`config.mk`:
```
export PLATFORM = sky130hd
export DESIGN_NAME = gshareTop
export DESIGN_NICKNAME = d
export VERILOG_FILES = /design/src/verilog/bpRegsPkg.sv /design/src/verilog/bpTypesPkg.sv /design/src/verilog/gshareCore.sv /design/src/verilog/gshareTop.sv /design/src/verilog/phtTable.sv /design/src/verilog/phtUpdateQueue.sv /design/src/verilog/predictorRegs.sv
export SDC_FILE = /design/constraint.sdc
export NUM_CORES = 1
export LEC_CHECK = 0
export ABC_AREA = 0
export BUFFER_PORTS_ARGS = -buffer_cell sky130_fd_sc_hd__buf_2
export CAP_MARGIN = 20
export CORE_MARGIN = 2
export CORE_UTILIZATION = 55
export DETAILED_ROUTE_END_ITERATION = 10
export HOLD_SLACK_MARGIN = 0.08
export PLACE_DENSITY = 0.85
export SETUP_SLACK_MARGIN = 0.15
export SKIP_CTS_REPAIR_TIMING = 1
export SLEW_MARGIN = 30
export SYNTH_ARGS = -nofsm -noshare
export SYNTH_HDL_FRONTEND = slang
export SYNTH_SLANG_ARGS = --single-unit
```
`constraint.sdc`:
```
create_clock -name clk -period 11.64 [get_ports clk]
set_clock_uncertainty 0.15 [all_clocks]
set_input_delay 2.328 -clock clk [delete_from_list [all_inputs] [get_ports clk]]
set_output_delay 2.328 -clock clk [all_outputs]
set_load 0.01 [all_outputs]
```
`src/verilog/bpRegsPkg.sv`:
```
// Register map and Wishbone widths of the predictor register block.
package bpRegsPkg;

    typedef logic [2:0] WbAddrPath;
    typedef logic [31:0] WbDataPath;

    // Word offsets on the bus.
    localparam WbAddrPath REG_CTRL = 3'd0;
    localparam WbAddrPath REG_STATUS = 3'd1;
    localparam WbAddrPath REG_BRANCH_COUNT = 3'd2;
    localparam WbAddrPath REG_MISPRED_COUNT = 3'd3;
    localparam WbAddrPath REG_HISTORY = 3'd4;

    // Field positions.
    localparam int CTRL_ENABLE_BIT = 0;
    localparam int STATUS_DONE_BIT = 0;
    localparam int STATUS_LEVEL_LSB = 4;

endpackage

```
`src/verilog/bpTypesPkg.sv`:
```
// Widths and type names of the gshare branch direction predictor.
// The table index is eight bits wide and the history covers all of it.
package bpTypesPkg;

    // Instruction addresses from fetch and execute.
    typedef logic [31:0] AddrPath;

    // Table geometry.
    localparam int PHT_INDEX_WIDTH = 8;
    localparam int PHT_ENTRIES = 1 << PHT_INDEX_WIDTH;
    typedef logic [PHT_INDEX_WIDTH-1:0] PhtIndexPath;

    // Global history, XORed over the whole index.
    typedef logic [PHT_INDEX_WIDTH-1:0] HistoryPath;

    // Word aligned instructions, so the index starts at address bit 2.
    localparam int INSN_ADDR_LSB = 2;

    // Two-bit saturating counters, reset to weakly taken.
    typedef logic [1:0] PhtCounterPath;
    localparam PhtCounterPath COUNTER_MAX = 2'd3;
    localparam PhtCounterPath COUNTER_INIT = 2'd2;

    // Writes waiting for the single table write port.
    localparam int QUEUE_DEPTH = 4;
    typedef logic [2:0] QueueLevelPath;

endpackage

```
`src/verilog/gshareCore.sv`:
```
// Gshare direction predictor core.
// Hashes the fetch address with the global history, returns the counter
// one cycle later and folds resolved branches back into table and history.
module gshareCore (
    input  logic                      clk,
    input  logic                      arstN,
    input  logic                      fetchValid,
    input  bpTypesPkg::AddrPath       fetchPc,
    input  logic                      fetchIsCondBr,
    input  logic                      resolve0Valid,
    input  bpTypesPkg::AddrPath       resolve0Pc,
    input  bpTypesPkg::HistoryPath    resolve0History,
    input  bpTypesPkg::PhtCounterPath resolve0Counter,
    input  logic                      resolve0Taken,
    input  logic                      resolve0Mispred,
    input  logic                      resolve0IsCondBr,
    input  logic                      resolve1Valid,
    input  bpTypesPkg::AddrPath       resolve1Pc,
    input  bpTypesPkg::HistoryPath    resolve1History,
    input  bpTypesPkg::PhtCounterPath resolve1Counter,
    input  logic                      resolve1Taken,
    input  logic                      resolve1Mispred,
    input  logic                      resolve1IsCondBr,
    output logic                      resolveReady,
    output logic                      predValid,
    output logic                      predTaken,
    output bpTypesPkg::PhtCounterPath predCounter,
    output bpTypesPkg::HistoryPath    predHistory,
    input  logic                      enable,
    output logic                      sweepDone,
    output bpTypesPkg::QueueLevelPath queueLevel,
    output bpTypesPkg::HistoryPath    history,
    output logic [1:0]                branchEvent,
    output logic [1:0]                mispredEvent
);
    import bpTypesPkg::*;

    function automatic PhtIndexPath hashIndex(AddrPath pc, HistoryPath hist);
        return pc[INSN_ADDR_LSB +: PHT_INDEX_WIDTH] ^ hist;
    endfunction

    function automatic PhtCounterPath nextCounter(PhtCounterPath cnt, logic taken);
        if (taken) begin
            return (cnt == COUNTER_MAX) ? cnt : cnt + 1'b1;
        end
        return (cnt == '0) ? cnt : cnt - 1'b1;
    endfunction

    // Only conditional branches carry a direction into the history.
    function automatic HistoryPath recoverHistory(HistoryPath hist, logic taken,
                                                  logic isCondBr);
        return isCondBr ? {hist[PHT_INDEX_WIDTH-2:0], taken} : hist;
    endfunction

    HistoryPath    historyReg;
    HistoryPath    nextHistory;
    logic          predIsCondBr;
    logic          take0;
    logic          take1;
    logic          tableWrite;
    PhtIndexPath   tableIndex;
    PhtCounterPath tableCounter;
    logic          queuePush;
    logic          queuePop;
    PhtIndexPath   headIndex;
    PhtCounterPath headCounter;
    logic          queueEmpty;
    logic          queueFull;

    assign resolveReady = sweepDone && !queueFull;
    assign take0 = resolve0Valid && resolveReady;
    // A mispredicted slot 0 puts slot 1 on the wrong path.
    assign take1 = resolve1Valid && resolveReady && !(take0 && resolve0Mispred);
    assign branchEvent = {take1, take0};
    assign mispredEvent = {take1 && resolve1Mispred, take0 && resolve0Mispred};

    assign predTaken = predValid && predIsCondBr && enable && predCounter[1];
    assign history = historyReg;

    // Speculative shift first, then recovery on top of it.
    // The result also indexes this cycle's read.
    always_comb begin
        nextHistory = historyReg;
        if (predValid && predIsCondBr && enable) begin
            nextHistory = {historyReg[PHT_INDEX_WIDTH-2:0], predTaken};
        end
        if (take0 && resolve0Mispred) begin
            nextHistory = recoverHistory(resolve0History, resolve0Taken, resolve0IsCondBr);
        end else if (take1 && resolve1Mispred) begin
            nextHistory = recoverHistory(resolve1History, resolve1Taken, resolve1IsCondBr);
        end
    end

    // Slot 0 wins the write port, slot 1 takes it or queues, the queue gets leftovers.
    always_comb begin
        tableWrite   = 1'b0;
        tableIndex   = headIndex;
        tableCounter = headCounter;
        queuePush    = 1'b0;
        queuePop     = 1'b0;
        if (take0) begin
            tableWrite   = 1'b1;
            tableIndex   = hashIndex(resolve0Pc, resolve0History);
            tableCounter = nextCounter(resolve0Counter, resolve0Taken);
            queuePush    = take1;
        end else if (take1) begin
            tableWrite   = 1'b1;
            tableIndex   = hashIndex(resolve1Pc, resolve1History);
            tableCounter = nextCounter(resolve1Counter, resolve1Taken);
        end else if (!queueEmpty) begin
            tableWrite = 1'b1;
            queuePop   = 1'b1;
        end
    end

    always_ff @(posedge clk or negedge arstN) begin
        if (!arstN) begin
            historyReg   <= '0;
            predValid    <= 1'b0;
            predIsCondBr <= 1'b0;
        end else begin
            historyReg   <= nextHistory;
            predValid    <= fetchValid && sweepDone;
            predIsCondBr <= fetchIsCondBr;
        end
    end

    // History the returned prediction was indexed with.
    always_ff @(posedge clk) begin
        predHistory <= nextHistory;
    end

    phtTable i_pht (
        .clk          (clk),
        .arstN        (arstN),
        .readIndex    (hashIndex(fetchPc, nextHistory)),
        .writeEnable  (tableWrite),
        .writeIndex   (tableIndex),
        .writeCounter (tableCounter),
        .readCounter  (predCounter),
        .sweepDone    (sweepDone)
    );

    // Slot 1 results that lost the write port.
    phtUpdateQueue i_queue (
        .clk         (clk),
        .arstN       (arstN),
        .push        (queuePush),
        .pushIndex   (hashIndex(resolve1Pc, resolve1History)),
        .pushCounter (nextCounter(resolve1Counter, resolve1Taken)),
        .pop         (queuePop),
        .headIndex   (headIndex),
        .headCounter (headCounter),
        .empty       (queueEmpty),
        .full        (queueFull),
        .level       (queueLevel)
    );

    // A resolve that meets a low resolveReady is held until it is taken.
    assert property (@(posedge clk) disable iff (!arstN)
        resolve0Valid && !resolveReady |=> resolve0Valid)
        else $error("resolve withdrawn while resolveReady was low");

endmodule

```
`src/verilog/gshareTop.sv`:
```
// Gshare branch predictor top level.
// Connects the predictor core to its Wishbone register block.
module gshareTop (
    input  logic                      clk,
    input  logic                      arstN,
    input  logic                      fetchValid,
    input  bpTypesPkg::AddrPath       fetchPc,
    input  logic                      fetchIsCondBr,
    input  logic                      resolve0Valid,
    input  bpTypesPkg::AddrPath       resolve0Pc,
    input  bpTypesPkg::HistoryPath    resolve0History,
    input  bpTypesPkg::PhtCounterPath resolve0Counter,
    input  logic                      resolve0Taken,
    input  logic                      resolve0Mispred,
    input  logic                      resolve0IsCondBr,
    input  logic                      resolve1Valid,
    input  bpTypesPkg::AddrPath       resolve1Pc,
    input  bpTypesPkg::HistoryPath    resolve1History,
    input  bpTypesPkg::PhtCounterPath resolve1Counter,
    input  logic                      resolve1Taken,
    input  logic                      resolve1Mispred,
    input  logic                      resolve1IsCondBr,
    output logic                      resolveReady,
    output logic                      predValid,
    output logic                      predTaken,
    output bpTypesPkg::PhtCounterPath predCounter,
    output bpTypesPkg::HistoryPath    predHistory,
    input  logic                      wbCyc,
    input  logic                      wbStb,
    input  logic                      wbWe,
    input  bpRegsPkg::WbAddrPath      wbAdr,
    input  bpRegsPkg::WbDataPath      wbDatW,
    output bpRegsPkg::WbDataPath      wbDatR,
    output logic                      wbAck
);

    // Control, status and statistics between core and registers.
    logic                      enable;
    logic                      sweepDone;
    bpTypesPkg::QueueLevelPath queueLevel;
    bpTypesPkg::HistoryPath    history;
    logic [1:0]                branchEvent;
    logic [1:0]                mispredEvent;

    gshareCore i_core (.*);

    predictorRegs i_regs (.*);

endmodule

```
`src/verilog/phtTable.sv`:
```
// Pattern history table of 2-bit counters.
// One registered read and one write per cycle, and an init sweep after reset.
module phtTable (
    input  logic                      clk,
    input  logic                      arstN,
    input  bpTypesPkg::PhtIndexPath   readIndex,
    input  logic                      writeEnable,
    input  bpTypesPkg::PhtIndexPath   writeIndex,
    input  bpTypesPkg::PhtCounterPath writeCounter,
    output bpTypesPkg::PhtCounterPath readCounter,
    output logic                      sweepDone
);
    import bpTypesPkg::*;

    PhtCounterPath counters [PHT_ENTRIES];
    PhtIndexPath   sweepIndex;
    logic          memWrite;
    PhtIndexPath   memIndex;
    PhtCounterPath memValue;

    // The sweep owns the write port until every entry is set.
    always_comb begin
        memWrite = writeEnable;
        memIndex = writeIndex;
        memValue = writeCounter;
        if (!sweepDone) begin
            memWrite = 1'b1;
            memIndex = sweepIndex;
            memValue = COUNTER_INIT;
        end
    end

    always_ff @(posedge clk or negedge arstN) begin
        if (!arstN) begin
            sweepIndex <= '0;
            sweepDone  <= 1'b0;
        end else if (!sweepDone) begin
            sweepIndex <= sweepIndex + 1'b1;
            sweepDone  <= (sweepIndex == PhtIndexPath'(PHT_ENTRIES - 1));
        end
    end

    // Read before write, so a same-address write returns the old counter.
    always_ff @(posedge clk) begin
        readCounter <= counters[readIndex];
        if (memWrite) begin
            counters[memIndex] <= memValue;
        end
    end

    // The core holds all updates back until the table is initialized.
    assert property (@(posedge clk) disable iff (!arstN) writeEnable |-> sweepDone)
        else $error("table update during init sweep");

endmodule

```
`src/verilog/phtUpdateQueue.sv`:
```
// Small FIFO of counter writes waiting for the table write port.
// Filled by the second resolve slot, drained in cycles without a resolve.
module phtUpdateQueue (
    input  logic                      clk,
    input  logic                      arstN,
    input  logic                      push,
    input  bpTypesPkg::PhtIndexPath   pushIndex,
    input  bpTypesPkg::PhtCounterPath pushCounter,
    input  logic                      pop,
    output bpTypesPkg::PhtIndexPath   headIndex,
    output bpTypesPkg::PhtCounterPath headCounter,
    output logic                      empty,
    output logic                      full,
    output bpTypesPkg::QueueLevelPath level
);
    import bpTypesPkg::*;

    PhtIndexPath   indexMem   [QUEUE_DEPTH];
    PhtCounterPath counterMem [QUEUE_DEPTH];
    logic [$clog2(QUEUE_DEPTH)-1:0] headPtr;
    logic [$clog2(QUEUE_DEPTH)-1:0] tailPtr;

    assign empty = (level == '0);
    assign full = (level == QueueLevelPath'(QUEUE_DEPTH));
    assign headIndex = indexMem[headPtr];
    assign headCounter = counterMem[headPtr];

    // Pointers wrap on their own, the depth being a power of two.
    always_ff @(posedge clk or negedge arstN) begin
        if (!arstN) begin
            headPtr <= '0;
            tailPtr <= '0;
            level   <= '0;
        end else begin
            if (push) begin
                tailPtr <= tailPtr + 1'b1;
            end
            if (pop) begin
                headPtr <= headPtr + 1'b1;
            end
            level <= level + QueueLevelPath'(push) - QueueLevelPath'(pop);
        end
    end

    always_ff @(posedge clk) begin
        if (push) begin
            indexMem[tailPtr]   <= pushIndex;
            counterMem[tailPtr] <= pushCounter;
        end
    end

    // resolveReady in the core must keep a free entry for every push.
    assert property (@(posedge clk) disable iff (!arstN) push |-> !full)
        else $error("update queue overflow");

    assert property (@(posedge clk) disable iff (!arstN) pop |-> !empty)
        else $error("update queue underflow");

endmodule

```
`src/verilog/predictorRegs.sv`:
```
// Wishbone classic register block of the gshare predictor.
// Holds the enable bit and branch statistics, reads back status and history.
module predictorRegs (
    input  logic                      clk,
    input  logic                      arstN,
    input  logic                      wbCyc,
    input  logic                      wbStb,
    input  logic                      wbWe,
    input  bpRegsPkg::WbAddrPath      wbAdr,
    input  bpRegsPkg::WbDataPath      wbDatW,
    input  logic                      sweepDone,
    input  bpTypesPkg::QueueLevelPath queueLevel,
    input  bpTypesPkg::HistoryPath    history,
    input  logic [1:0]                branchEvent,
    input  logic [1:0]                mispredEvent,
    output bpRegsPkg::WbDataPath      wbDatR,
    output logic                      wbAck,
    output logic                      enable
);
    import bpRegsPkg::*;

    typedef enum logic {
        RegsIdle,
        RegsAck
    } RegsState;

    RegsState  state;
    logic      request;
    logic      writeHit;
    WbDataPath readData;
    WbDataPath branchCount;
    WbDataPath mispredCount;

    assign request = wbCyc && wbStb && (state == RegsIdle);
    assign writeHit = request && wbWe;
    assign wbAck = (state == RegsAck);

    // One ack cycle per strobe, then back to idle.
    always_ff @(posedge clk or negedge arstN) begin
        if (!arstN) begin
            state <= RegsIdle;
        end else begin
            case (state)
                RegsIdle: state <= request ? RegsAck : RegsIdle;
                default:  state <= RegsIdle;
            endcase
        end
    end

    // Writes land on the edge into the ack cycle.
    // A write of any value clears a count.
    always_ff @(posedge clk or negedge arstN) begin
        if (!arstN) begin
            enable       <= 1'b1;
            branchCount  <= '0;
            mispredCount <= '0;
        end else begin
            if (writeHit && wbAdr == REG_CTRL) begin
                enable <= wbDatW[CTRL_ENABLE_BIT];
            end
            if (writeHit && wbAdr == REG_BRANCH_COUNT) begin
                branchCount <= '0;
            end else begin
                branchCount <= branchCount + WbDataPath'(branchEvent[0])
                                           + WbDataPath'(branchEvent[1]);
            end
            if (writeHit && wbAdr == REG_MISPRED_COUNT) begin
                mispredCount <= '0;
            end else begin
                mispredCount <= mispredCount + WbDataPath'(mispredEvent[0])
                                             + WbDataPath'(mispredEvent[1]);
            end
        end
    end

    always_comb begin
        readData = '0;
        case (wbAdr)
            REG_CTRL:          readData[CTRL_ENABLE_BIT] = enable;
            REG_STATUS: begin
                readData[STATUS_DONE_BIT] = sweepDone;
                readData[STATUS_LEVEL_LSB +: $bits(queueLevel)] = queueLevel;
            end
            REG_BRANCH_COUNT:  readData = branchCount;
            REG_MISPRED_COUNT: readData = mispredCount;
            REG_HISTORY:       readData[$bits(history)-1:0] = history;
            default:           readData = '0;
        endcase
    end

    // Read data is captured with the request and held through the ack.
    always_ff @(posedge clk) begin
        if (request) begin
            wbDatR <= readData;
        end
    end

    // Every counted mispredict is also a counted branch.
    assert property (@(posedge clk) disable iff (!arstN) (mispredEvent & ~branchEvent) == '0)
        else $error("mispredict event without a branch event");

endmodule
```
### Word-level counts from Yosys, hierarchy flattened

Memory sizes are Yosys's and may differ from the RTL's. A register that Yosys moved wholly into a read port is not among the register bits.
Cells that the tools add are included.
Widths: inputs -> output; s select.

| storage, ports and cells | value |
|---|---|
| bits in registers | 132 |
| RAM bits | 552 |
| input port bits | 166 |
| output and inout bits | 46 |
| word-level logic and storage cells | 110 |
| memories kept | 3 |

| cells by class | value |
|---|---|
| add/sub/neg operators | 13 |
| equal/unequal tests | 8 |
| muxes and demuxes | 46 |
| bitwise logic cells | 4 |
| reductions and logical operators | 22 |

Memory list:

| name | depth | bits a word | rd ports | clocked after Yosys merged registers in | write ports | RTL line | source |
|---|---|---|---|---|---|---|---|
| i_core.i_pht.counters | 256 | 2 | 1 | 1 | 1 | phtTable.sv:15 | `PhtCounterPath counters [PHT_ENTRIES];` |
| i_core.i_queue.indexMem | 4 | 8 | 1 | 0 | 1 | phtUpdateQueue.sv:18 | `PhtIndexPath indexMem [QUEUE_DEPTH];` |
| i_core.i_queue.counterMem | 4 | 2 | 1 | 0 | 1 | phtUpdateQueue.sv:19 | `PhtCounterPath counterMem [QUEUE_DEPTH];` |

Operator list:

| kind | number |
|---|---|
| $add 32x1->32 | 4 |
| $mux 32 | 2 |
| $mux 8 | 8 |
| $pmux 24 s2 | 1 |
| $mux 2 | 12 |
| $xor 8x8->8 | 3 |
| $mux 1 | 19 |
| $logic_and 1x1->1 | 16 |
| $pmux 3 s4 | 1 |
| $pmux 3 s3 | 1 |
| $add 2x1->2 const B | 4 |
| $add 8x1->8 const B | 1 |
| $eq 8x8->1 const B | 1 |
| $eq 3x2->1 const B | 2 |
| $eq 3x3->1 const B | 2 |
| $logic_not 3->1 | 2 |
| $pmux 1 s5 | 1 |
| $eq 2x2->1 const B | 2 |
| $logic_not 2->1 | 2 |
| $sub 2x1->2 const B | 2 |
| $add 3x1->3 | 1 |
| $eq 3x1->1 const B | 1 |
| $pmux 1 s3 | 1 |
| $sub 3x1->3 | 1 |
| 2 further kinds | 3 |

### Logic depth before layout (Yosys ltp)

| logic depth | value |
|---|---|
| word-level depth | 13 |
| depth in mapped cells | 16 |
| gate-level depth less buffers | 13 |

### By module

A second synthesis with hierarchy kept.

| unflattened totals | value |
|---|---|
| cell total of the unflattened synthesis | 2,044 |
| area, all modules | 29,772.3 um^2 |

By module, submodules not included:

| module | instances | cells each | area an instance (um^2) | sequential area each (um^2) |
|---|---|---|---|---|
| phtTable | 1 | 1,358 | 21,698.3 | 15,640.0 |
| predictorRegs | 1 | 454 | 4,812.1 | 2,613.8 |
| phtUpdateQueue | 1 | 86 | 1,835.5 | 1,376.3 |
| gshareCore | 1 | 146 | 1,426.4 | 410.4 |

### Worst setup path after synthesis

No wires, ideal clock.

| path | value |
|---|---|
| path type | in2reg |
| from | input port resolve1Valid |
| to | memory i_core.i_pht.counters[0][0] in the netlist's numbering (data pin) |
| setup time | 1.574 ns |
| data arrival time | 9.861 ns |
| data required time | 9.916 ns |
| slack | 0.055 ns |
| stages on the path | 4 |
| path buffers | 2 |
| cells stage by stage | clkbuf_1 > clkbuf_1 > o21ai_0 > a21oi_1 |

| on the way | value |
|---|---|
| word-level cells in the longest chain between the ends | 5 |

RTL lines:

| item | RTL line | source |
|---|---|---|
| start: declaration | gshareTop.sv:16 | `input logic resolve1Valid,` |
| $logic_and 1x1->1 (2 in series) | gshareCore.sv:73 | `assign take1 = resolve1Valid && resolveReady && !(take0 && resolve0Mispred);` |
| $mux 2 | gshareCore.sv:106 | `end else if (take1) begin` |
| $mux 2 | gshareCore.sv:101 | `if (take0) begin` |
| $mux 2 | phtTable.sv:26 | `if (!sweepDone) begin` |
| via i_core.i_pht.memValue[0] | phtTable.sv:19 | `PhtCounterPath memValue;` |
| end: declaration | phtTable.sv:15 |  |

The timed path passes the listed nets, and every way through them passes these cells.

### Worst setup path in the final report

| path | value |
|---|---|
| from | input port resolve0Valid |
| to | register i_core.i_pht.readCounter[0] (read register of i_core.i_pht.counters) |

| on the way | value |
|---|---|
| word-level cells in the longest chain between the ends | 8 |

RTL lines:

| item | RTL line | source |
|---|---|---|
| start: declaration | gshareTop.sv:9 | `input logic resolve0Valid,` |
| $logic_and 1x1->1 (*) | gshareCore.sv:71 | `assign take0 = resolve0Valid && resolveReady;` |
| $logic_and 1x1->1 (*) | gshareCore.sv:73, gshareCore.sv:87 |  |
| $logic_not 1->1 | gshareCore.sv:73 |  |
| $logic_and 1x1->1 | gshareCore.sv:73 |  |
| $logic_and 1x1->1 | gshareCore.sv:89 | `end else if (take1 && resolve1Mispred) begin` |
| $mux 8 | gshareCore.sv:89 |  |
| $mux 8 (*) | gshareCore.sv:87 | `if (take0 && resolve0Mispred) begin` |
| $xor 8x8->8 (*) | gshareCore.sv:39 | `return pc[INSN_ADDR_LSB +: PHT_INDEX_WIDTH] ^ hist;` |
| end: declaration | phtTable.sv:10 | `output bpTypesPkg::PhtCounterPath readCounter,` |

Mark *: on every way between the ends. The rest lies on a longest branch, timed or not.
A chain may end at the register's enable or synchronous reset.

==> metrics.md <==
| Metric | Value |
|---|---|
| HP Class | `flop to flop` |
| CTS tree | `done` |
| Top cell family by delay on the critical path | `simple AND/OR/NAND/NOR gates` |
| Core Area | `0.0550 mm^2` |
| Site row count | `86` |
| Most common flop cell mapped by yosys | `edfxtp_1` |
| Power density over cell area | `153 mW/mm^2` |
| Share of layout cells above drive strength 1 | `11.5%` |
| FF-to-FF End | `i_core.i_pht.readCounter[0]` |
| VDD IR max | `0.105 mV` |
| Count of yosys warnings during synthesis | `0` |
| Initial antenna violation count | `1` |
| WP data arrival | `7.34 ns` |
| Average size of a mapped cell | `11.9 um^2` |
| Slowest CP cell | `nand2_4` |
| Fin Setup TNS | `0 ns` |
| Power share of the sequential group | `52.3%` |
| Fin crit share | `60.4%` |
| Startpoint type of the worst setup path | `primary input` |
| Hold Vio Cnt, Final | `0` |
| Lkg Pwr | `12.0 nW` |
| Via count | `22000` |
| Register bit total from synthesis | `686` |
| Worst EP required | `11.95 ns` |
| Worst path max stage delay | `0.60 ns` |
| GR Overflow Total | `0` |
| R2R Setup Slk | `5.79 ns` |
| Post-DR vias/cell | `6.43` |
| Synth async-reset ratio | `13.4%` |
| Internal | `3.96 mW` |
| Final setup fails | `0` |
| Iter 0 DRT Violations | `3584` |
| Net Switching | `1.20 mW` |
| Worst-Skew Late Latency | `0.63 ns` |
| Die ar. | `0.0573 mm^2` |
| Pin count of the biggest net entering global routing | `257` |
| CP max FO | `58` |
| Area grow syn2layout | `10.8%` |
| CP Cell Sequence | `buf_2 -> and3_1 -> nand2_2 -> inv_2 -> a211o_4 -> nand3_1 -> buf_4 -> nand2_4 -> buf_4 -> nand2_1 -> o22ai_1 -> nor4_1 -> a32oi_1 -> a21oi_1 -> nor3_1` |
| CP Capture Type | `flop` |
| Num ports | `212` |
| WHS Endpoint | `i_core.i_pht.sweepIndex[7]` |
| # port buffers | `108` |
| CTS clock-pin slew for the worst setup and hold paths | `0.06 ns` |
| Worst R2R Path Depth | `14` |
| Pre-antenna DRT Iters | `7` |
| Initial Util | `55.4%` |
| DRC viols | `0` |
| Maximum clock insertion buffer count | `3` |
| Final Wtd Congestion | `0.940` |
| Hold Path Depth | `1` |
| Max Fclk | `142 MHz` |
| Max-Cap Viols | `0` |
| Root Driver | `clkbuf_16` |
| Slew @ Worst Pin | `1.08 ns` |
| Most Frequent Cell on Critical Path | `buf_4` |
| Syn_nets | `2740` |
| Cells after Synth | `2562` |
| H-tree depth | `3` |
| Drt wl/cell | `23.9 um` |
| Fin cells | `3430` |
| Sink Count | `686` |
| RR Startpoint | `i_core.i_queue.level[1]` |
| Min Tclk post-route | `7.03 ns` |
| Die Ht | `239 um` |
| TritonCTS Buffers | `68` |
| Slew headroom | `28.0%` |
| Nets | `2809` |
| Hold Startpoint | `i_core.i_pht.sweepIndex[7]` |
| Seq/Total Area, Yosys | `65.8%` |
| Count of different cell masters after synthesis | `85` |
| Sw Share | `23.2%` |
| Combinational power share | `6.8%` |
| Clock power share | `41.0%` |
| Die span in x | `239 um` |
| First-pass GRT wire length | `124 mm` |
| Synth Cell Area | `0.0305 mm^2` |
| Hold WS | `0.349 ns` |
| Final wirelength | `82.1 mm` |
| Max-slew violation count | `0` |
| CP bufs+invs | `4` |
| Final ANT Viol Nets | `0` |
| Critical Setup Path Class | `primary input to flop` |
| Run status | `finished, final reports clean` |
| Number of synthesized flops with an enable pin | `584` |
| Vias in the first global route | `21600` |
| Detailed placement HPWL | `48.6 mm` |
| Dpl cells | `3308` |
| RSZ-0062 raised after global routing | `false` |
| GRT Total Usage | `28.6%` |
cells in the mapped netlist (all sizes together), types with 6 or more instances:
cell type    n  area [um^2]
buf         83          462
dfxtp       10          200
a21boi       8         60.1
xor2        50          438
mux2i       80          801
o22ai       19          119
nand2      451         1700
a311oi      22          193
and3        69          442
or3         17          106
nand3      145          731
a32oi       19          166
a221oi       6         52.6
ha           9          113
and2         9         56.3
nor4        15          100
mux2         8         90.1
inv         38          143
nor3        20          116
a22o        24          210
mux4        13          293
nand4       18          113
dfrtp       91         2280
o221ai       8         76.3
nor2b       11         68.8
a31oi       51          325
xnor2       33          289
a21oi       57          297
o21ai       42          210
edfxtp     584        17500
nor2       366         1410
clkbuf      68          255
nand2b      17          106
o211ai      11         82.6
a211oi      30          225
logic make-up (layout without fill, tap and decap cells):
| family | count (synthesis) | in the layout | share of synthesized area, % |
|---|---|---|---|
| and+or+nand+nor | 1154 | 1154 | 16.7 |
| DFF | 686 | 686 | 65.8 |
| AOI/OAI and AO/OA | 333 | 333 | 7.77 |
| buffers and inverters | 189 | 308 | 2.82 |
| muxes | 101 | 101 | 3.88 |
| xor gates and xnor gates | 83 | 83 | 2.39 |
| adders and majority gates | 16 | 16 | 0.698 |
| other | 0 | 1 | 0 |
state kept, by name, indices dropped and copies added (netlist names), 3 cells and up:
register and count:
i_core.i_queue.indexMem 32, i_core.i_pht.counters 512, i_core.history 8, i_regs.wbDatR 32, i_core.i_queue.counterMem 8, i_core.predHistory 8, i_regs.branchCount 32, i_regs.mispredCount 32
i_core.i_queue.level 3, i_core.i_pht.sweepIndex 8
cell type report:
cell class	count	area (um^2)
Fill cell	3937	21200
Timing Repair Buffer	150	911
Multi-Input combinational cell	1687	9640
Sequential cell	686	20000
Clock inverter	35	310
Tap cell	748	936
Inverter	38	143
Clock buffer	85	1800
Antenna cell	1	2.50
metrics by stage:
step                      worst slack, ns  total power [mW]  cell area [um^2]  util (%)
final                                4.61              5.16             33800      61.4
after detailed placement             4.51              3.08             31600      57.5
after floorplan                     0.194              2.97             30500         -
after CTS                            5.13              5.15             33700      61.4
after global routing                 4.61              5.29             33800      61.4
after global placement               4.53              3.07             31600      57.5
cells in the final DEF, fill, tap and decap left out, types with 37 or more instances in the layout:
cell | Yosys | final
edfxtp_1 | 584 | 584
nand2_1 | 447 | 445
nor2_1 | 360 | 357
nand3_1 | 144 | 144
buf_2 | 66 | 107
dfrtp_1 | 91 | 91
mux2i_1 | 80 | 80
clkbuf_16 | 0 | 68
and3_1 | 67 | 67
a21oi_1 | 56 | 55
a31oi_1 | 50 | 50
xor2_1 | 50 | 49
o21ai_0 | 39 | 39
buf_4 | 12 | 38
inv_1 | 37 | 37
per-layer routing:
metal | GRT usage [%] | up-vias | part of all wire, %
met2 | 45.2 | 1661 | 46
li1 | - | 9456 | -
met1 | 36.1 | 10500 | 35
met4 | 13.3 | 2 | 5.6
met3 | 8.99 | 375 | 14
met5 | 0 | - | 0.016
power by group through the flow:
stage	Clock, mW	Combinational (mW)	Sequential [mW]
3_3_place_gp	0	0.321	2.74
3_5_place_dp	0	0.334	2.75
2_1_floorplan	0	0.241	2.72
6_report	2.11	0.349	2.70
4_1_cts	2.12	0.339	2.69
5_1_grt	2.22	0.369	2.70
worst max-delay path by stage:
stage                     cells past startpoint                           to           from
after detailed placement                     15  i_core.i_pht.readCounter[0]  resolve0Valid
after global routing                         15  i_core.i_pht.readCounter[0]  resolve0Valid
after global placement                       15  i_core.i_pht.readCounter[0]  resolve0Valid
after floorplan                               5  i_core.i_pht.counters[0][1]  resolve1Valid
final                                        15  i_core.i_pht.readCounter[0]  resolve0Valid
after CTS                                    15  i_core.i_pht.readCounter[0]  resolve0Valid
Power figures use the tool's default switching activity.
